===== src/dma_bench_pkg.sv =====
//~~~~~~~~~~~~~~~~~~~~~~~~~~~~~~~~~~~~~~~~~~~~~~~~~~
// dma bench package
// widths, depths and the iteration count of the DMA benchmarking shim,
// together with the packed structs shared by the RTL and the testbench
//~~~~~~~~~~~~~~~~~~~~~~~~~~~~~~~~~~~~~~~~~~~~~~~~~~
package dma_bench_pkg;

	// request stream geometry
	localparam int BUS_DATA_W = 256;             // rq data width
	localparam int BUS_KEEP_W = BUS_DATA_W / 32; // one keep bit per dword
	localparam int RQ_USER_W  = 60;              // rq user sideband

	// descriptor and counters
	localparam int ADDR_W = 64; // address, size and counter width

	// replay
	localparam int N_ITERATIONS = 4; // descriptor replays per run

	// request buffering
	localparam int FIFO_DEPTH    = 64;                     // beats
	localparam int PREFILL_BEATS = 16;                     // level that opens the gate
	localparam int FIFO_LEVEL_W  = $clog2(FIFO_DEPTH) + 1; // holds 0..FIFO_DEPTH

	// one request beat, 325 bits
	typedef struct packed {
		logic [BUS_DATA_W-1:0] data; // tlp payload
		logic [RQ_USER_W-1:0]  user; // rq sideband
		logic                  last; // end of tlp
		logic [BUS_KEEP_W-1:0] keep; // dword enables
	} rq_beat_t;

	// descriptor as seen by the engine, 129 bits
	typedef struct packed {
		logic [ADDR_W-1:0] addr;       // host address
		logic [ADDR_W-1:0] size;       // transfer size in bytes
		logic              successive; // 1: advance addr by size on each replay
	} desc_t;

	// byte report from the engine
	typedef struct packed {
		logic [ADDR_W-1:0] req;  // bytes requested
		logic [ADDR_W-1:0] comp; // bytes completed
	} bytes_t;

	// run result, 192 bits
	typedef struct packed {
		logic [ADDR_W-1:0] run_cycles; // first release to idle
		logic [ADDR_W-1:0] bytes_req;  // scaled by N_ITERATIONS
		logic [ADDR_W-1:0] bytes_comp; // scaled by N_ITERATIONS
	} stats_t;

endpackage


===== src/rq_release.sv =====
//~~~~~~~~~~~~~~~~~~~~~~~~~~~~~~~~~~~~~~~~~~~~~~~~~~
// request release
// prefill gate and one-beat registered output stage
//~~~~~~~~~~~~~~~~~~~~~~~~~~~~~~~~~~~~~~~~~~~~~~~~~~
`timescale 1ns/1ns

module rq_release (
	input  logic                                  CLK,
	input  logic                                  RST_N,
	input  logic [dma_bench_pkg::FIFO_LEVEL_W-1:0] level,
	input  dma_bench_pkg::rq_beat_t               head,
	input  logic                                  drain,
	output logic                                  pop,
	output dma_bench_pkg::rq_beat_t               rq_out,
	output logic                                  rq_out_valid,
	input  logic                                  rq_out_ready,
	output logic                                  empty,
	output logic                                  first_out
);

	import dma_bench_pkg::*;

	logic     primed_r;  // threshold was reached in this run
	logic     gate_open; // beats may leave the fifo
	logic     stage_free;
	logic     valid_r;
	rq_beat_t beat_r;    // output stage payload

	// once prefilled the gate stays open, so a level dipping below the
	// threshold does not stall the stream mid run
	assign gate_open  = primed_r || (level >= FIFO_LEVEL_W'(PREFILL_BEATS)) || drain;
	assign stage_free = !valid_r || rq_out_ready; // empty or emptied this cycle
	assign pop        = stage_free && gate_open && (level != '0);

	always_ff @(posedge CLK) begin
		if (!RST_N) begin
			primed_r <= 1'b0;
			valid_r  <= 1'b0;
		end else begin
			if (drain && empty) begin
				primed_r <= 1'b0; // run fully sent, rearm for the next one
			end else if (level >= FIFO_LEVEL_W'(PREFILL_BEATS)) begin
				primed_r <= 1'b1;
			end
			if (pop) begin
				valid_r <= 1'b1;
			end else if (rq_out_ready) begin
				valid_r <= 1'b0; // handshake done, nothing to refill with
			end
		end
	end

	always_ff @(posedge CLK) begin
		if (pop) begin
			beat_r <= head; // holds while ready is low
		end
	end

	assign rq_out       = beat_r;
	assign rq_out_valid = valid_r;
	assign empty        = (level == '0) && !valid_r; // fifo and stage both drained
	assign first_out    = valid_r && rq_out_ready;   // every output handshake

endmodule

===== config.mk =====
export PLATFORM = sky130hd
export DESIGN_NAME = rq_release
export DESIGN_NICKNAME = d
export VERILOG_FILES = /design/src/dma_bench_pkg.sv /design/src/rq_release.sv
export SDC_FILE = /design/constraint.sdc
export NUM_CORES = 1
export LEC_CHECK = 0
export ABC_AREA = 1
export BUFFER_PORTS_ARGS = -buffer_cell sky130_fd_sc_hd__buf_4
export CORE_AREA = 2 2 257 259
export DETAILED_ROUTE_END_ITERATION = 10
export DIE_AREA = 0 0 259 261
export GPL_TIMING_DRIVEN = 0
export PLACE_DENSITY = 0.35
export SLEW_MARGIN = 20
export SYNTH_ARGS = -nofsm -noshare
export SYNTH_HDL_FRONTEND = slang
export SYNTH_SLANG_ARGS = --single-unit
export TNS_END_PERCENT = 5

===== constraint.sdc =====
create_clock -name CLK -period 43.5 [get_ports CLK]
set_clock_uncertainty 0.1 [all_clocks]
set_input_delay 4.35 -clock CLK [delete_from_list [all_inputs] [get_ports CLK]]
set_output_delay 4.35 -clock CLK [all_outputs]
set_load 0.02 [all_outputs]

==> qor.txt <==
pre-CTS setup slack -> 32.27 ns
post-cts resize count -> 0
total gr overflow -> 0
CP bufs+invs -> 10
most common cell after layout, fill and taps aside -> buf_4
crit path launch type -> input port
Hold WC Path Type -> reg2reg
Tot Pwr -> 0.841 mW
Rel. slew slack -> 0.648
first-pass GRT wire length -> 53,300 um
CP required -> 39.05 ns
Post-Synthesis Cell Area -> 9950 um2
Hold Crit Depth -> 4
sequential cell area -> 9800 um2
Num CTS Buffers -> 42
Die Span Y -> 261 um
clock buffer depth -> 3
syn avg cell area -> 27.6 um2
antenna viol nets, final -> 0
worst r2r path cells -> 12
Yosys Warn Count -> 0
number of global-route vias before repair -> 6,920
Nets -> 1,444
WHS Endpoint -> primed_r$_SDFFE_PP0P_
router iterations before antenna repair -> 4
leading cell types in the layout, fill and taps excluded -> buf_4 (694), edfxtp_1 (325), clkbuf_16 (45)
H-tree levels -> 2
RSZ-0062 raised after global routing -> no
final wirelength -> 40,500 um
DP HPWL -> 33,500 um
register-to-register setup slack -> 40.33 ns
R2R Path End -> rq_out[312]$_DFFE_PP_
minimum clock period -> 11.14 ns
number of port buffers -> 664
R2R Path Start -> rq_out_valid$_SDFFE_PN0P_
Worst setup EP type -> primary output
initial antenna violation count -> 9
Layout area overhead -> 78.4%
Clock Latency Late Sink -> 0.54 ns
via/cell ratio -> 3.22
number of hold buffers added after cts -> 0
worst path cell trace -> buf_4 -> inv_1 -> nand2_2 -> nor2_2 -> nor3b_2 -> buf_6 -> buf_6 -> buf_6 -> buf_4 -> buf_4 -> buf_4 -> buf_4 -> buf_4
critical path type -> in2out
PwrDens -> 47.4 nW/um2
Root Buffer -> clkbuf_16
Max Fclk -> 89.8 MHz
Post-Layout Inst Area -> 17,700 um2
I/O pin cnt -> 665
Seq/Total Area, Yosys -> 0.985
dpl cell area -> 16,300 um2
Worst path top cell family by delay -> buffers and inverters
CTS sink cnt -> 327
Final GP Congestion -> 0.810
core area -> 65,000 um2
flops & latches, synth -> 327
filler cell count -> 6,703
Critical Path AT -> 6.69 ns
VDD IR max -> 0.0284 mV
fraction of layout cells with a size suffix above 1 -> 0.673
static leakage -> 7.48 nW
CP most frequent cell -> buf_4
DRT iter0 DRCs -> 297
Pins Over Slew Limit -> 0
Distinct cells, synth -> 12
Slowest-stage cell, CP -> nor3b_2
Avg WL per Cell -> 20.2 um
Setup-failing EPs final -> 0
Fin. Hold Viols -> 0
hold_sp -> primed_r$_SDFFE_PP0P_
CTS tree -> yes
max_cap viols -> 0
Crit path largest cell delay -> 0.45 ns
die width -> 259 um
Die Footprint -> 67,600 um2
Starting Density -> 0.153
Syn Inst Count -> 361
period utilization -> 0.256
PnR worst setup slack -> 32.36 ns
Worst-path clk slew -> 0.05 ns
FP Rows -> 94
syn_nets -> 697
outcome -> finished, final reports clean
DRC errors left -> 0
multi-input combinational cell area -> 103 um2
gr usage total -> 0.113
via count -> 6,458
Post-CTS Setup Inserts -> 0
largest net degree at the start of global routing -> 13
Worst Max-Slew Pin Slew -> 0.526 ns
worst-path maximum fanout -> 11
## state kept, by name (all words and copies together) (netlist names)
| name | cells |
|---|---|
| primed_r | 1 |
| rq_out_valid | 1 |
| rq_out | 325 |
## synth_stat cells
cell      instances  area [um2]
nor2_2            2        12.5
nor2_1            6        22.5
o21ai_1           1        5.00
nand3_1           2        10.0
nor3b_1           1        7.51
a21oi_1           1        5.00
nand4_1           1        6.26
nand2_2           1        6.26
nand2_1           6        22.5
edfxtp_1        325        9760
dfxtp_1           2        40.0
inv_1            13        48.8
## power by group
part           internal (mW)  switching [mW]
combinational         0.0495          0.0574
sequential             0.374         0.00765
clock                  0.217           0.135
## worst reg2reg max path: cells and delay by family, from the launching register on
| family | cells | cell delay (ns) |
|---|---|---|
| buffers and inverters | 10 | 1.90 |
| AND/OR/NAND/NOR | 2 | 0.53 |
| flip-flops | 1 | 0.33 |
## layout make-up
| cell class | count | share of cell area |
|---|---|---|
| Multi-Input combinational cell | 21 | 0.00578 |
| Antenna cell | 2 | 0.000282 |
| Inverter | 13 | 0.00275 |
| Timing Repair Buffer | 703 | 0.299 |
| Tap cell | 864 | 0.0609 |
| Clock buffer | 53 | 0.0652 |
| Sequential cell | 327 | 0.552 |
| Clock inverter | 22 | 0.0133 |
## metrics by stage
stage	cells	TNS, ns	utilization	hold slack (ns)
2_1_floorplan	361	0	-	0.406
3_3_place_gp	1889	-5.19	0.246	0.454
3_5_place_dp	1928	0	0.251	0.425
4_1_cts	2003	0	0.273	0.445
5_1_grt	2005	0	0.273	0.525
6_report	2005	0	0.273	0.450
## how the worst max path moves through the flow
| stage | startpoint | to | cells past startpoint |
|---|---|---|---|
| 3_3_place_gp | level[4] | pop | 6 |
| 3_5_place_dp | level[4] | pop | 13 |
| 2_1_floorplan | level[4] | pop | 4 |
| 6_report | level[4] | pop | 13 |
| 5_1_grt | level[4] | pop | 13 |
| 4_1_cts | level[4] | pop | 13 |
## layer usage
metal  part of all wire  vias to the layer above  wire, um  GRT usage
met5             0.0020                        -        83          0
met4              0.034                       12      1380     0.0480
met3              0.078                       79      3180     0.0403
met2               0.53                      271     21500      0.197
met1               0.36                     3148     14400      0.125
li1                   -                     2948         -          -
## kinds of logic after synthesis
kind of cell	count (synthesis)	synth area share
AND/OR/NAND/NOR	19	0.00881
buffers and inverters	13	0.00491
AO/OA/AOI/OAI	2	0.00101
flip-flops	327	0.985
Power figures use the tool's default switching activity.
