File: src/src/dma_bench_pkg.sv
//~~~~~~~~~~~~~~~~~~~~~~~~~~~~~~~~~~~~~~~~~~~~~~~~~~
// dma bench package
// widths, depths and the iteration count of the DMA benchmarking shim,
// together with the packed structs shared by the RTL and the testbench
//~~~~~~~~~~~~~~~~~~~~~~~~~~~~~~~~~~~~~~~~~~~~~~~~~~
package dma_bench_pkg;

	// request stream geometry
	localparam int BUS_DATA_W = 256;             // rq data width
	localparam int BUS_KEEP_W = BUS_DATA_W / 32; // one keep bit per dword
	localparam int RQ_USER_W  = 60;              // rq user sideband

	// descriptor and counters
	localparam int ADDR_W = 64; // address, size and counter width

	// replay
	localparam int N_ITERATIONS = 4; // descriptor replays per run

	// request buffering
	localparam int FIFO_DEPTH    = 64;                     // beats
	localparam int PREFILL_BEATS = 16;                     // level that opens the gate
	localparam int FIFO_LEVEL_W  = $clog2(FIFO_DEPTH) + 1; // holds 0..FIFO_DEPTH

	// one request beat, 325 bits
	typedef struct packed {
		logic [BUS_DATA_W-1:0] data; // tlp payload
		logic [RQ_USER_W-1:0]  user; // rq sideband
		logic                  last; // end of tlp
		logic [BUS_KEEP_W-1:0] keep; // dword enables
	} rq_beat_t;

	// descriptor as seen by the engine, 129 bits
	typedef struct packed {
		logic [ADDR_W-1:0] addr;       // host address
		logic [ADDR_W-1:0] size;       // transfer size in bytes
		logic              successive; // 1: advance addr by size on each replay
	} desc_t;

	// byte report from the engine
	typedef struct packed {
		logic [ADDR_W-1:0] req;  // bytes requested
		logic [ADDR_W-1:0] comp; // bytes completed
	} bytes_t;

	// run result, 192 bits
	typedef struct packed {
		logic [ADDR_W-1:0] run_cycles; // first release to idle
		logic [ADDR_W-1:0] bytes_req;  // scaled by N_ITERATIONS
		logic [ADDR_W-1:0] bytes_comp; // scaled by N_ITERATIONS
	} stats_t;

endpackage

// src/my_stats.sv
//~~~~~~~~~~~~~~~~~~~~~~~~~~~~~~~~~~~~~~~~~~~~~~~~~~
// bench statistics
// run cycle count, scaled byte counts, update strobe
//~~~~~~~~~~~~~~~~~~~~~~~~~~~~~~~~~~~~~~~~~~~~~~~~~~
`timescale 1ns/1ns

module my_stats (
	input  logic                  CLK,
	input  logic                  RST_N,
	input  logic                  first_out,
	input  logic                  idle,
	input  dma_bench_pkg::bytes_t bytes_in,
	input  logic                  bytes_valid,
	output dma_bench_pkg::stats_t stats_out,
	output logic                  stats_update
);

	import dma_bench_pkg::*;

	logic [ADDR_W-1:0] cycles_r;     // run latency
	logic              counting_r;
	logic              idle_p_r;     // idle one cycle ago
	logic              idle_rise;    // back in idle this cycle
	logic              update_r;
	logic [ADDR_W-1:0] bytes_req_r;
	logic [ADDR_W-1:0] bytes_comp_r;

	assign idle_rise = idle && !idle_p_r;

	always_ff @(posedge CLK) begin
		if (!RST_N) begin
			cycles_r   <= '0;
			counting_r <= 1'b0;
			idle_p_r   <= 1'b1; // no strobe out of reset
			update_r   <= 1'b0;
		end else begin
			idle_p_r <= idle;
			update_r <= idle_rise; // counter is frozen by then
			if (idle_rise) begin
				counting_r <= 1'b0;
			end else if (counting_r) begin
				cycles_r <= cycles_r + 1'b1;
			end else if (first_out) begin
				counting_r <= 1'b1;
				cycles_r   <= ADDR_W'(1); // previous result cleared here
			end
		end
	end

	// engine reports one replay, scale to the whole run
	always_ff @(posedge CLK) begin
		if (bytes_valid) begin
			bytes_req_r  <= bytes_in.req * ADDR_W'(N_ITERATIONS);
			bytes_comp_r <= bytes_in.comp * ADDR_W'(N_ITERATIONS);
		end
	end

	always_comb begin
		stats_out.run_cycles = cycles_r;
		stats_out.bytes_req  = bytes_req_r;
		stats_out.bytes_comp = bytes_comp_r;
	end

	assign stats_update = update_r;

endmodule

File: config.mk
export PLATFORM = sky130hd
export DESIGN_NAME = my_stats
export DESIGN_NICKNAME = d
export VERILOG_FILES = /design/src/src/dma_bench_pkg.sv /design/src/src/my_stats.sv
export SDC_FILE = /design/constraint.sdc
export NUM_CORES = 1
export LEC_CHECK = 0
export CAP_MARGIN = 20
export CORE_MARGIN = 1
export CORE_UTILIZATION = 35
export CTS_CLUSTER_DIAMETER = 50
export DETAILED_ROUTE_END_ITERATION = 8
export DONT_BUFFER_PORTS = 1
export GPL_ROUTABILITY_DRIVEN = 0
export PLACE_DENSITY_LB_ADDON = 0.08
export SLEW_MARGIN = 40
export SYNTH_ARGS = -nofsm -noshare
export SYNTH_HDL_FRONTEND = slang
export SYNTH_SLANG_ARGS = --single-unit
File: constraint.sdc
create_clock -name CLK -period 3 [get_ports CLK]
set_input_delay 0.3 -clock CLK [delete_from_list [all_inputs] [get_ports CLK]]
set_output_delay 0.3 -clock CLK [all_outputs]
set_load 0.02 [all_outputs]
==> impl_results.md <==
* Die height at between 100 and 150 µm
* Die Wd at 143.7 µm
* Final Power at 5669 µW
* Drt pass-1 iters at 4
* DRT Wirelength at 19.18 mm
* Post-CTS sizing at 0
* FF+latch count, synth at 191
* CTS tree: yes
* Area leader, netlist: edfxtp_1
* Worst-Skew Late Latency at ~0.43 ns
* CP startpoint kind: flop
* Die Footprint at just over 0.02 mm²
* Asr flop ratio synth at 0%
* Hold Path Class: input port to flop
* FP Rows at 51
* Setup TNS at 0 ns
* Nets at between 700 and 800
* Netlist Area Pre-Place at between 0.007 and 0.008 mm²
* Synth cell count leaders: 124 x edfxtp_1, 67 x dfxtp_1, 34 x a21oi_1, 34 x nor2_1, 33 x nand3_1
* Tcrit/Tclk final at 82.99%
* Diode count at 0
* Overall Global Routing Usage at 18.29%
* Worst Reg-to-Reg Cells at 6
* Top delay family on crit path: simple AND/OR/NAND/NOR gates
* Violated checks: negative hold slack
* Mapped Cells at 512
* Vias per cell at 5.107
* Slew @ Worst Pin at between 0.7 and 0.8 ns
* Vias in the first global route at roughly 4,700
* Setup Fix Bufs, Post-CTS at 0
* Top FF cell, synth: edfxtp_1
* Hold Buf Count CTS at ~130
* Outcome: complete, but fails checks
* Worst Hold Path Cells at 0
* Initial DRC count at 293
* First-pass GRT wire length at 27.57 mm
* Wire per inst at around 20 µm
* Layout area overhead at 32.34%
* Root buffer cell: clkbuf_16
* CP dominant cell by count: nand4_2
* Clk sinks at ~190
* Worst vdd ir at 0.3229 mV
* Share of cells above drive strength 1 at 9.821%
* Io pins at 326
* Clk buf depth at 2
* WHS at -0.03319 ns
* Final setup fails at 0
* Final Hold Viols at 43
* CTS Buf Count at 17
* Pin count of the biggest net entering global routing at 125
* Maximum clock frequency at 401.6 MHz
* H-tree depth at 4
* Mean post-synth cell area at ~14 µm²
* Post-route cell area at between 0.009 and 0.01 mm²
* Most common cell in the netlist: edfxtp_1
* RSZ-0062 raised after global routing: false
* Type of destination of the critical path: flop
* Crit path max fanout at 24
* Total via count in the routed design at ~4,800
* Type of the worst setup path: flop to flop
* Power density over the cells at 609.7 mW/mm²
* Synth top area share at 53.00%
* Number of max-cap violations at 0
* Placed cell area at between 0.007 and 0.008 mm²
* Crit path required time at 3.35 ns
* Slew Viols, Final at 0
* P_leak at ~0.0031 µW
* DRC violations left at 0
* Register area share after synthesis at 72.09%
* Min cycle time layout at about 2.5 ns
* Initial antenna violation count at 0
* Clock slew at reported path FFs at 0.08 ns
* Worst path bufs/invs at 1
* Core Area at 0.01959 mm²
* Initial Util at 35.86%
* Synth area leaders: edfxtp_1 53%, dfxtp_1 19%, a21oi_1 2.4%, nand3_1 2.4%, xor2_1 1.9%
* Post-DP HPWL at 13.04 mm
* Gr ovfl total at 0
* Final worst clock skew at between 0.015 and 0.02 ns
* Worst path max stage delay at 0.55 ns
* Detail Route Antenna Nets at 0
* Post-synth EDFFs at 124
* Max_slew headroom at 52.50%
* Worst path depth at 6
* Critical-path cell list: nand4_2 -> nor3_1 -> nand4_2 -> buf_4 -> or4_1 -> a21oi_1
* Synth Warn # at 0
* PortBufs at 0
* Slowest library cell on the worst path: dfxtp_1
* Yosys cell types at 44
* Arrival @ worst endpoint at 2.84 ns
[through the flow]
stage          hold WS (ns)  util, %  setup slack, ns  std cells
2_1_floorplan        0.3730        -           0.9140        515
3_3_place_gp         0.3798    38.00           0.6356        780
3_5_place_dp         0.3777    38.00           0.5637        780
4_1_cts            -0.03633    47.46           0.5452        937
5_1_grt            -0.04778    47.46           0.3192        937
6_report           -0.03319    47.46           0.5102        937
[final cells by class]
type / instances / area [µm²]
clock buffers: 17 / 425.4
clock inverters: 14 / 167.7
fillers: 1738 / 10290
inverters: 9 / 33.78
multi-input cells: 295 / 1851
flip-flops and latches: 191 / 5065
well taps: 265 / 331.6
repair buffers: 146 / 1424
[per-layer routing]
metal / vias up / track usage [%] / routed length, µm / part of all wire, %
li1: 2234 / - / - / -
met1: 2337 / 19.33 / 6954 / 36
met2: 198 / 33.27 / 10380 / 54
met3: 16 / 5.931 / 1513 / 7.9
met4: 0 / 7.615 / 338 / 1.8
met5: - / 0 / 0 / 0
[power breakdown]
group	switching, µW	total (µW)	internal, µW
Sequential	253	3220	2960
Clock	1070	2260	1190
Combinational	71.1	198	127
Total	1390	5670	4280
[logic make-up after synthesis]
logic type      after synthesis  share of synthesized area, %
mux                           1                        0.1425
buf+inv                      29                         1.923
compound gates               76                         6.198
other cells                   1                       0.05338
xor+xnor                     24                         2.992
fa+ha+maj                     1                        0.1781
flops                       191                         72.09
simple gates                189                         16.42
[final timing paths]
path | startpoint | endpoint | slack [ns]
max reg2reg | cycles_r[26]$_SDFFE_PN0P_ | cycles_r[56]$_SDFFE_PN0P_ | 0.51
max | cycles_r[26]$_SDFFE_PN0P_ | cycles_r[56]$_SDFFE_PN0P_ | 0.51
min reg2reg | counting_r$_SDFF_PP0_ | cycles_r[1]$_SDFFE_PN0P_ | 0.56
min | bytes_valid | bytes_req_r[60]$_DFFE_PP_ | -0.03
[registers in the layout, summed over array words and instances, names as in the netlist]
register      count
cycles_r         64
bytes_comp_r     62
bytes_req_r      62
counting_r        1
idle_p_r          1
stats_update      1
[layout by cell type, fill, tap and decap left out, types with 4 or more instances in the layout]
cell type,netlist,final
dlygate4sd3_1,0,126
edfxtp_1,124,124
dfxtp_1,67,67
nor2_1,34,34
a21oi_1,34,34
nand3_1,33,33
nand2_1,24,24
o21ai_0,22,22
or3_1,20,20
buf_4,4,19
nand4_1,18,18
clkbuf_16,0,17
or4_1,16,16
xor2_1,15,15
o31ai_1,13,12
inv_1,9,9
xnor2_1,9,9
nor4_1,7,7
nor3_1,6,6
nand4_2,5,5
and3_1,4,4
conb_1,1,4
inv_8,0,4
Note: power is estimated with default switching activity, not from simulation.
