**src/dma_bench_pkg.sv**
```systemverilog
//~~~~~~~~~~~~~~~~~~~~~~~~~~~~~~~~~~~~~~~~~~~~~~~~~~
// dma bench package
// widths, depths and the iteration count of the DMA benchmarking shim,
// together with the packed structs shared by the RTL and the testbench
//~~~~~~~~~~~~~~~~~~~~~~~~~~~~~~~~~~~~~~~~~~~~~~~~~~
package dma_bench_pkg;

	// request stream geometry
	localparam int BUS_DATA_W = 256;             // rq data width
	localparam int BUS_KEEP_W = BUS_DATA_W / 32; // one keep bit per dword
	localparam int RQ_USER_W  = 60;              // rq user sideband

	// descriptor and counters
	localparam int ADDR_W = 64; // address, size and counter width

	// replay
	localparam int N_ITERATIONS = 4; // descriptor replays per run

	// request buffering
	localparam int FIFO_DEPTH    = 64;                     // beats
	localparam int PREFILL_BEATS = 16;                     // level that opens the gate
	localparam int FIFO_LEVEL_W  = $clog2(FIFO_DEPTH) + 1; // holds 0..FIFO_DEPTH

	// one request beat, 325 bits
	typedef struct packed {
		logic [BUS_DATA_W-1:0] data; // tlp payload
		logic [RQ_USER_W-1:0]  user; // rq sideband
		logic                  last; // end of tlp
		logic [BUS_KEEP_W-1:0] keep; // dword enables
	} rq_beat_t;

	// descriptor as seen by the engine, 129 bits
	typedef struct packed {
		logic [ADDR_W-1:0] addr;       // host address
		logic [ADDR_W-1:0] size;       // transfer size in bytes
		logic              successive; // 1: advance addr by size on each replay
	} desc_t;

	// byte report from the engine
	typedef struct packed {
		logic [ADDR_W-1:0] req;  // bytes requested
		logic [ADDR_W-1:0] comp; // bytes completed
	} bytes_t;

	// run result, 192 bits
	typedef struct packed {
		logic [ADDR_W-1:0] run_cycles; // first release to idle
		logic [ADDR_W-1:0] bytes_req;  // scaled by N_ITERATIONS
		logic [ADDR_W-1:0] bytes_comp; // scaled by N_ITERATIONS
	} stats_t;

endpackage

```
**src/descriptor_replay.sv**
```systemverilog
//~~~~~~~~~~~~~~~~~~~~~~~~~~~~~~~~~~~~~~~~~~~~~~~~~~
// descriptor replay
// replays one user descriptor N_ITERATIONS times and fakes
// the end-of-operation flag on the final pass only
//~~~~~~~~~~~~~~~~~~~~~~~~~~~~~~~~~~~~~~~~~~~~~~~~~~
`timescale 1ns/1ns

module descriptor_replay (
	input  logic                 CLK,
	input  logic                 RST_N,
	input  dma_bench_pkg::desc_t desc_in,
	input  logic                 desc_start,
	input  logic                 op_done,
	input  logic                 empty,
	output dma_bench_pkg::desc_t desc_out,
	output logic                 engine_valid,
	output logic                 final_done,
	output logic                 drain,
	output logic                 idle
);

	import dma_bench_pkg::*;

	typedef enum logic [1:0] {
		IDLE  = 2'd0, // waiting for the user descriptor
		RUN   = 2'd1, // engine replaying
		DRAIN = 2'd2  // iterations done, fifo emptying
	} state_t;

	state_t            state_r;
	logic [ADDR_W-1:0] iter_r;       // current iteration, counts from 1
	logic              valid_r;      // faked engine valid
	logic              last_iter;
	desc_t             user_r;       // descriptor as given by the user
	desc_t             desc_r;       // descriptor presented to the engine

	assign last_iter = (iter_r == ADDR_W'(N_ITERATIONS));

	always_ff @(posedge CLK) begin
		if (!RST_N) begin
			state_r <= IDLE;
			iter_r  <= ADDR_W'(1);
			valid_r <= 1'b0;
		end else begin
			case (state_r)
				IDLE: begin
					iter_r <= ADDR_W'(1);
					if (desc_start) begin
						state_r <= RUN;
						valid_r <= 1'b1; // one cycle after start
					end
				end
				RUN: begin
					if (op_done) begin
						iter_r <= iter_r + 1'b1;
						if (last_iter) begin
							state_r <= DRAIN;
							valid_r <= 1'b0;
						end
					end
				end
				DRAIN: begin
					if (empty) begin
						state_r <= IDLE; // nothing left to send
					end
				end
				default: begin
					state_r <= IDLE;
					valid_r <= 1'b0;
				end
			endcase
		end
	end

	// descriptor payload
	always_ff @(posedge CLK) begin
		if (state_r == IDLE) begin
			user_r <= desc_in; // track the user until the run starts
			desc_r <= desc_in;
		end else if (state_r == RUN && op_done) begin
			if (user_r.successive) begin
				desc_r.addr <= desc_r.addr + desc_r.size; // next window
			end else begin
				desc_r.addr <= user_r.addr; // same area every pass
			end
			desc_r.size <= user_r.size;
		end
	end

	assign desc_out     = desc_r;
	assign engine_valid = valid_r;
	// end of operation is only seen by the host on the final pass
	assign final_done   = op_done && (state_r == RUN) && last_iter;
	assign drain        = (state_r == DRAIN);
	assign idle         = (state_r == IDLE);

endmodule

```
**config.mk**
```make
export PLATFORM = sky130hd
export DESIGN_NAME = descriptor_replay
export DESIGN_NICKNAME = d
export VERILOG_FILES = /design/src/dma_bench_pkg.sv /design/src/descriptor_replay.sv
export SDC_FILE = /design/constraint.sdc
export NUM_CORES = 1
export LEC_CHECK = 0
export BUFFER_PORTS_ARGS = -buffer_cell sky130_fd_sc_hd__buf_2
export CAP_MARGIN = 10
export CORE_ASPECT_RATIO = 0.5
export CORE_UTILIZATION = 55
export DETAILED_ROUTE_END_ITERATION = 10
export HOLD_SLACK_MARGIN = 0.08
export PLACE_DENSITY = 0.82
export SYNTH_ARGS = -nofsm -noshare
export SYNTH_HDL_FRONTEND = slang
export SYNTH_SLANG_ARGS = --single-unit
export TNS_END_PERCENT = 1
```
**constraint.sdc**
```tcl
create_clock -name CLK -period 7.15 [get_ports CLK]
set_input_delay 1.43 -clock CLK [delete_from_list [all_inputs] [get_ports CLK]]
set_output_delay 1.43 -clock CLK [all_outputs]
set_load 0.03 [all_outputs]
```
==> impl_metrics.toml <==
[synthesis]
syn_area_mm2 = 0.0170
ys.flop_type = "edfxtp_1"
yosys_warnings = 0
synthCells = 1714
yosysSeqAreaShare = 0.532
syn_nets = 1914
synth.distinct_cells = 71
async_reset_ff_frac = 0
avgSynthCellArea_um2 = 9.94
synth-edff-count = 257
ys_ff_latch = 324

[placed_design]
globalplace.congestion = 0.970
place_inst = 2301
port-buffer-count = 266
detailed_place_hpwl_mm = 31.1

[critical_path]
crit_path_top_delay_cell = "nor4_1"
crit_path_max_fanout = 6
end_kind = "output port"
cp_common_cell = "nor4_1"
critPathKind = "reg2out"
startpoint_type = "register"
cpPeakStageDelay_ps = 640
crit_arrival_ps = 2520
required_ps = 5720
worstPathCellList = "nor4_1 -> nand4_1 -> nor4_1 -> and2_1 -> buf_2"

[routing]
drtAntennaViolNets = 0
routed_wl_mm = 44.5
drt_iter0_markers = 1415
vias_per_cell = 5.96
firstDrtPassIters = 6
dr_total_vias = 14100
drc = 0
wl_per_cell_um = 18.9

[clock_network]
cts_hold_buffers = 0
cts_tree = "yes"
path_clk_slew_ps = 60
cts_buffer_depth = 3
cts_num_sinks = 324
clk_latency_ps = 560
cts.repair.resized = 0
post_cts_buffers = 0
cts-root-buf = "clkbuf_16"
cts_buffers = 29
cts_max_level = 1

[power_and_ir_drop]
power_density_mw_per_mm2 = 278
ir_drop_mv = 0.219
leakagePower_nw = 8.03

[timing]
rsz0062_at_grt = "no"
drv_slew = 0
setup_viol = 0
slew_headroom = 0.287
final.setup.tns_ps = 0
fmax_mhz = 253
hold_viol_final = 0
period_needed_ps = 3950
worstMarginPinSlew_ps = 1070
clock_skew_ps = 14.1
fin_crit_sh = 0.553

[floorplan]
ios = 267
start_util = 0.560
dieArea_mm2 = 0.0317
die_w_um = 251
die_h_um = 126
coreArea_mm2 = 0.0304
rows = 45

[global_routing]
gr-total-overflow = 0
grt_start_max_net_pins = 112
grt_pass1_vias = 13100
grt_usage = 0.272
grt_pass1_wl_mm = 68.6
antenna_found_initial = 10

[final_layout]
multi_input_area_mm2 = 0.00752
num-nets-final = 2133
fin_cells = 2359
n_fill_cell = 2411
layout_commonest_cell = "nand2_1"
seq_area_mm2 = 0.00906
drive_gt1_frac = 0.180
final_cell_mix = "nand2_1 (325), buf_2 (266), edfxtp_1 (257)"
area_growth_pct = 14.8

[flow_run]
maxCapViolations = 0

[outcome]
status = "complete, no violations"

[min_path]
min_path_type = "reg2reg"
==> stage by stage <==
stage / hold slack, ps / setup slack [ps] / area, um^2 / total power [mW] / utilization
floorplan: 459 / 365 / 17000 / 3.44 / -
global placement: 476 / 3200 / 18600 / 3.82 / 0.612
detailed placement: 496 / 3100 / 18600 / 3.85 / 0.612
CTS: 503 / 3210 / 19500 / 5.44 / 0.643
global route: 537 / 3130 / 19600 / 5.67 / 0.643
finish: 506 / 3200 / 19600 / 5.44 / 0.643
==> flip-flops by register name, indices dropped and copies added, names as in the netlist <==
register and cells:
state_r 2, desc_out 129, engine_valid 1, iter_r 64, user_r 128
==> worst paths after layout <==
| check | from | slack, ps | endpoint | cells past startpoint |
|---|---|---|---|---|
| min | iter_r[4] | 510 | iter_r[4] | 2 |
| max reg2reg | desc_out[1] | 3450 | desc_out[117] | 12 |
| min reg2reg | iter_r[4] | 510 | iter_r[4] | 2 |
| max | iter_r[46] | 3200 | final_done | 5 |
==> logic make-up after synthesis <==
group | share of synthesized area
adder cells (fa/ha/maj) | 0.0489
AO/OA/AOI/OAI | 0.140
buffers and inverters | 0.0268
AND/OR/NAND/NOR | 0.194
flip-flops | 0.532
XOR/XNOR | 0.0319
multiplexers | 0.0261
==> where the power goes <==
part | internal (mW) | total (mW) | switching (mW)
Combinational | 0.524 | 1.53 | 1.01
Clock | 0.893 | 1.59 | 0.701
Sequential | 2.23 | 2.32 | 0.0893
Total | 3.64 | 5.44 | 1.80
==> per-layer routing <==
metal,share of wire,track usage,up-vias
met5,0.00029,0,-
met4,0.037,0.106,2
met3,0.064,0.0429,107
met2,0.48,0.461,548
met1,0.42,0.355,6668
li1,-,-,6728
==> layout make-up <==
class                           count  area share
Inverter                           31     0.00659
Antenna cell                        9     0.00115
Tap cell                          399      0.0255
Timing Repair Buffer              274      0.0711
Multi-Input combinational cell   1273       0.385
Sequential cell                   324       0.463
Clock buffer                       32      0.0382
Clock inverter                     17     0.00985
==> cells in the mapped netlist (12+ instances only) <==
cell type	instances	area share
and3_1	31	0.011
ha_1	65	0.048
nand4_1	49	0.018
nor3_1	26	0.0076
o21a_1	17	0.0075
nor2_1	113	0.025
xor2_1	32	0.016
edfxtp_1	257	0.45
o21bai_1	16	0.0071
o211ai_1	13	0.0057
mux2i_1	40	0.023
xnor2_1	30	0.015
nand3_1	65	0.019
o21ai_0	84	0.025
or3_1	22	0.0081
a21o_1	37	0.016
a21oi_1	155	0.046
clkbuf_1	75	0.017
inv_1	29	0.0064
nor2b_1	12	0.0044
a31oi_1	15	0.0055
dfxtp_1	67	0.079
or2_2	12	0.0044
nand2_1	325	0.072
nor4_1	20	0.0073
==> critical path, delay by kind of cell, from the launching register on <==
kind                   cells  cell delay (ps)
DFF                        1              340
buffers and inverters      1              200
and+or+nand+nor            4             1420
No activity file was read; power rests on OpenSTA's default activity.
